$ cat config.mk
export PLATFORM = sky130hd
export DESIGN_NAME = apb_preg_port
export DESIGN_NICKNAME = d
export VERILOG_FILES = /design/src/source/exec_isa_pkg.sv /design/src/source/exec_bus_pkg.sv /design/src/source/apb_preg_port.sv
export SDC_FILE = /design/constraint.sdc
export NUM_CORES = 1
export LEC_CHECK = 0
export ABC_CLOCK_PERIOD_IN_PS = 2000
export BUFFER_PORTS_ARGS = -buffer_cell sky130_fd_sc_hd__buf_2
export CAP_MARGIN = 30
export CORE_AREA = 2 2 59 61
export DETAILED_ROUTE_END_ITERATION = 7
export DIE_AREA = 0 0 61 63
export PLACE_DENSITY = 0.83
export REMOVE_ABC_BUFFERS = 1
export SLEW_MARGIN = 25
export SYNTH_ARGS = -nofsm -noshare
export SYNTH_HDL_FRONTEND = slang
export SYNTH_SLANG_ARGS = --single-unit
$ cat constraint.sdc
create_clock -name vclk -period 2
set_input_delay 0.2 -clock vclk [all_inputs]
set_output_delay 0.2 -clock vclk [all_outputs]
set_load 0.005 [all_outputs]
$ cat src/source/exec_isa_pkg.sv
package exec_isa_pkg;

  // ~~~~~~~~~~~~~~~~~~~~~~~~~~~~~~~~~~~~~~~~~~~~~~~~~~~~~~~~~~~~~~~~~~~~~~
  // instruction word fields
  // ~~~~~~~~~~~~~~~~~~~~~~~~~~~~~~~~~~~~~~~~~~~~~~~~~~~~~~~~~~~~~~~~~~~~~~
  localparam int INST_W   = 32;
  localparam int OPCODE_W = 7;
  localparam int FUNCT3_W = 3;
  localparam int FUNCT7_W = 7;

  typedef logic [INST_W-1:0]   inst_t;
  typedef logic [OPCODE_W-1:0] opcode_t;
  typedef logic [FUNCT3_W-1:0] funct3_t;
  typedef logic [FUNCT7_W-1:0] funct7_t;

  localparam opcode_t OPC_LUI    = 7'b0110111;
  localparam opcode_t OPC_AUIPC  = 7'b0010111;
  localparam opcode_t OPC_OP_IMM = 7'b0010011;
  localparam opcode_t OPC_OP     = 7'b0110011;
  localparam opcode_t OPC_IMM_32 = 7'b0011011;
  localparam opcode_t OPC_OP_32  = 7'b0111011;

  // physical register index, entry 0 is the hard zero
  typedef logic [5:0] preg_idx_t;
  typedef logic [3:0] tag_t;

  // ~~~~~~~~~~~~~~~~~~~~~~~~~~~~~~~~~~~~~~~~~~~~~~~~~~~~~~~~~~~~~~~~~~~~~~
  // decoded control
  // ~~~~~~~~~~~~~~~~~~~~~~~~~~~~~~~~~~~~~~~~~~~~~~~~~~~~~~~~~~~~~~~~~~~~~~
  typedef enum logic [3:0] {
    OP_NONE, OP_LUI, OP_AUIPC,
    OP_ADD, OP_SUB, OP_XOR, OP_OR, OP_AND,
    OP_SLL, OP_SRL, OP_SRA,
    OP_ADDW, OP_SLLW, OP_SRLW, OP_SRAW
  } alu_op_t;

  // IMM_U replaces rs2 with the upper immediate for LUI and AUIPC
  typedef enum logic [1:0] {
    IMM_NONE,
    IMM_I,
    IMM_SH,
    IMM_U
  } imm_kind_t;

endpackage

$ cat src/source/exec_bus_pkg.sv
package exec_bus_pkg;

  // data fields are sized for the widest XLEN, narrower builds use the low bits
  localparam int DATA_W     = 64;
  localparam int APB_ADDR_W = 10;
  localparam int APB_DATA_W = 32;

  typedef logic [DATA_W-1:0]     data_t;
  typedef logic [APB_ADDR_W-1:0] apb_addr_t;
  typedef logic [APB_DATA_W-1:0] apb_data_t;

  // ~~~~~~~~~~~~~~~~~~~~~~~~~~~~~~~~~~~~~~~~~~~~~~~~~~~~~~~~~~~~~~~~~~~~~~
  // issue into the ALU pipe
  // ~~~~~~~~~~~~~~~~~~~~~~~~~~~~~~~~~~~~~~~~~~~~~~~~~~~~~~~~~~~~~~~~~~~~~~
  typedef struct packed {
    logic                    valid;
    exec_isa_pkg::inst_t     inst;
    data_t                   pc;
    logic                    rs1_valid;
    exec_isa_pkg::preg_idx_t rs1;
    logic                    rs2_valid;
    exec_isa_pkg::preg_idx_t rs2;
    logic                    rd_valid;
    exec_isa_pkg::preg_idx_t rd;
    exec_isa_pkg::tag_t      tag;
  } issue_t;

  // physical register write, also used as the forwarding bus
  typedef struct packed {
    logic                    valid;
    exec_isa_pkg::preg_idx_t rd;
    data_t                   data;
  } preg_wr_t;

  // completion record
  typedef struct packed {
    logic               valid;
    exec_isa_pkg::tag_t tag;
    data_t              result;
  } done_t;

endpackage

$ cat src/source/apb_preg_port.sv
module apb_preg_port #(
  parameter int XLEN      = 64,
  parameter int NUM_PREGS = 64
) (
  input  logic                    i_psel,
  input  logic                    i_penable,
  input  logic                    i_pwrite,
  input  exec_bus_pkg::apb_addr_t i_paddr,
  input  exec_bus_pkg::apb_data_t i_pwdata,
  output exec_bus_pkg::apb_data_t o_prdata,
  output logic                    o_pready,
  output logic                    o_pslverr,
  output logic                    o_apb_en,
  output logic                    o_apb_write,
  output exec_isa_pkg::preg_idx_t o_apb_idx,
  output logic                    o_apb_half,
  output exec_bus_pkg::apb_data_t o_apb_wdata,
  input  exec_bus_pkg::apb_data_t i_apb_rdata,
  input  logic                    i_apb_busy
);

  logic [6:0] w_idx_field;
  logic       w_access;
  logic       w_bad_addr;
  logic       w_stall;

  // paddr[9:3] is the register index, paddr[2] picks the upper half
  assign w_idx_field = i_paddr[9:3];
  assign w_bad_addr  = (int'(w_idx_field) >= NUM_PREGS) || (i_paddr[2] && XLEN == 32);
  assign w_access    = i_psel && i_penable;

  // a write waits while the pipe owns the write port; the master holds
  // the access phase, so the request stays up until it lands
  assign w_stall = w_access && i_pwrite && !w_bad_addr && i_apb_busy;

  assign o_pready  = !w_stall;
  assign o_pslverr = w_access && w_bad_addr;
  assign o_prdata  = (w_access && !w_bad_addr && !i_pwrite) ? i_apb_rdata : '0;

  assign o_apb_en    = w_access && !w_bad_addr;
  assign o_apb_write = i_pwrite;
  assign o_apb_idx   = exec_isa_pkg::preg_idx_t'(w_idx_field);
  assign o_apb_half  = i_paddr[2];
  assign o_apb_wdata = i_pwdata;

endmodule

==> results list <==
* Remaining global-route overflow: 0
- CP Class: in2out
* Syn avg cell area: 7.365 um2
- Data arrival time of the worst path: ~1.1 ns
* Critical path peak fanout: 32
* Final Wtd Congestion: 0.7309
- Once detail routing completed, the nets flagged for antenna violations numbered 0.
- Total wirelength of the detailed-routed design: 3.419 mm
* Instance count of the mapped netlist: 79
* Count of buffering cells on the critical path with inverters included: 2
* Maximum number of pins on one net before global-route repair: 33
- Routed wire length per instance: 22.06 um
- Crit path required time: 1.80 ns
* # setup viols final: 0
- Chip width: between 60 and 70 um
* Post-place setup slack: 0.6605 ns
- P per Cell Area: 93.68 mW/mm2
- Clock buf count: 0
* Min-Delay Path Class: in2out
* Number of sequential storage elements: 0
* Static Leak: 0.4550 nW
* Antenna diode count: 0
* NumNets Final: 189
- In the routed design, unresolved DRC markers number 0.
- Yosys Warn Count: 0
- Among all cell types in the netlist, the one instantiated most often is buf_4.
- Synth-to-layout area growth: 15.27%
* Cell mode on critical path: buf_2
* Wire length of the first global-routing pass: about 4.1 mm
- Sum of negative setup slack: 0 ns
* Post-route core utilization: 20.75%
- Crit path max-delay family: simple AND/OR/NAND/NOR gates
- Final cycle utilization of the critical path: about two thirds
* Post-CTS Setup Inserts: 0
* Number of iterations in the first detailed-routing pass: 3
- Cells resized by post-CTS repair: 0
- Number of standard-cell rows in the floorplan: 21
- After the first detailed-routing iteration, the DRC count stood at 5.
* Number of top-level pins: 153
- Slew at the pin closest to its max-slew limit: ~0.28 ns
* Final critical-path setup slack: 0.6830 ns
- In the global route stage, overall resource usage came out at 15.91%.
- RSZ-0062 raised after global routing: no
- Final Hold Fails: 0
- Crit. End Element: primary output
- Fraction of synthesized cell area taken by the top area cell type: between 50% and 60%
- From bottom edge to top edge, the die measures 63 um.
* Core Footprint: 0.003232 mm2
* Top achievable clock speed: 759.3 MHz
* Maximum vdd ir drop: 17.56 uV
- The tool flagged a number of max-cap violations equal to 0.
- Initial antenna violation count: 0
- The sequential cells in the finished layout cover a total of 0 um2.
- The number of hold buffers added after CTS was 0.
- Cell types with the highest counts after synthesis: buf_4, and2_1, and2_2, buf_6
* Vias post-DR: roughly 600
* Worst-path cell chain: buf_2 -> and4bb_4 -> and2_2 -> buf_2
- Vias in the first global route: about 560
- Post-synth design cell area: 581.8 um2
- The initial utilization of the core area, before any placement, comes to 18.00%.
* Delay of the slowest cell on the worst path: 0.50 ns
* Result of the run: finished, final reports clean
- Counting distinct cell types in the post-synthesis netlist gives 8.
- Sequential elements use 0% of the synthesized area.
- Remaining max-slew budget at the tightest pin: 81.45%
- Biggest area contributors in the synthesized netlist: buf_4, and2_1, and2_2, buf_6, and4bb_4
- Summed over all instances, the cell type with the most area after synthesis is buf_4.
* Total die area: 0.003843 mm2
- The number of slew-limit violations in the final report is 0.
* Crit start category: input pin
- Dividing the detail-routed via count by the number of cells gives 3.923.
- Port buffering added between 70 and 80 buffers.
- On the critical path, the stage with the largest delay is an instance of and4bb_4.
* Layout cells sized above 1: approximately three quarters
- Final critical-path required period: 1.317 ns
==> layout by cell type, fill, tap and decap left out <==
| cell type | count |
|---|---|
| and2_1 | 25 |
| and2_2 | 7 |
| and3_2 | 1 |
| and3b_2 | 1 |
| and4bb_4 | 1 |
| buf_2 | 73 |
| nand3_1 | 1 |
==> final cells by class <==
cell class / instances / area (um2)
Fill cell: 387 / 2561
Tap cell: 46 / 57.56
Multi-Input combinational cell: 36 / 247.7
Timing Repair Buffer: 73 / 365.4
==> worst paths after layout <==
path	from	endpoint	slack (ns)	depth (start not counted)
hold / removal	i_pwdata[28]	o_apb_wdata[28]	0.40	0
setup / recovery	i_paddr[9]	o_prdata[15]	0.68	4
==> per-stage QoR <==
stage | hold WS [ns] | instance area [um2] | power [W] | std cells
after floorplan | 0.4000 | 247.7 | 0.00001584 | 36
after global placement | 0.4001 | 670.6 | 0.00006222 | 155
after detailed placement | 0.4001 | 670.6 | 0.00006376 | 155
after CTS | 0.4001 | 670.6 | 0.00006405 | 155
after global routing | 0.4000 | 670.6 | 0.00007033 | 155
final | 0.4000 | 670.6 | 0.00006283 | 155
==> per-layer routing <==
| metal | global-route usage (%) | up-vias | routed length [um] |
|---|---|---|---|
| li1 | - | 261 | - |
| met1 | 13.18 | 245 | 919 |
| met2 | 24.33 | 102 | 1402 |
| met3 | 21.74 | 0 | 1097 |
| met4 | 0 | 0 | 0 |
| met5 | 0 | - | 0 |
==> where the power goes <==
group	internal, W	switching, W	leakage (nW)
combinational	0.0000418	0.0000210	0.455
sequential	0	0	0
clock	0	0	0
==> logic make-up (layout without fill, tap and decap cells) <==
family                 count (synthesis)  after routing  synth area share, %
buffers and inverters                 43             73                57.42
and+or+nand+nor                       36             36                42.58
(Power assumes the default switching activity.)
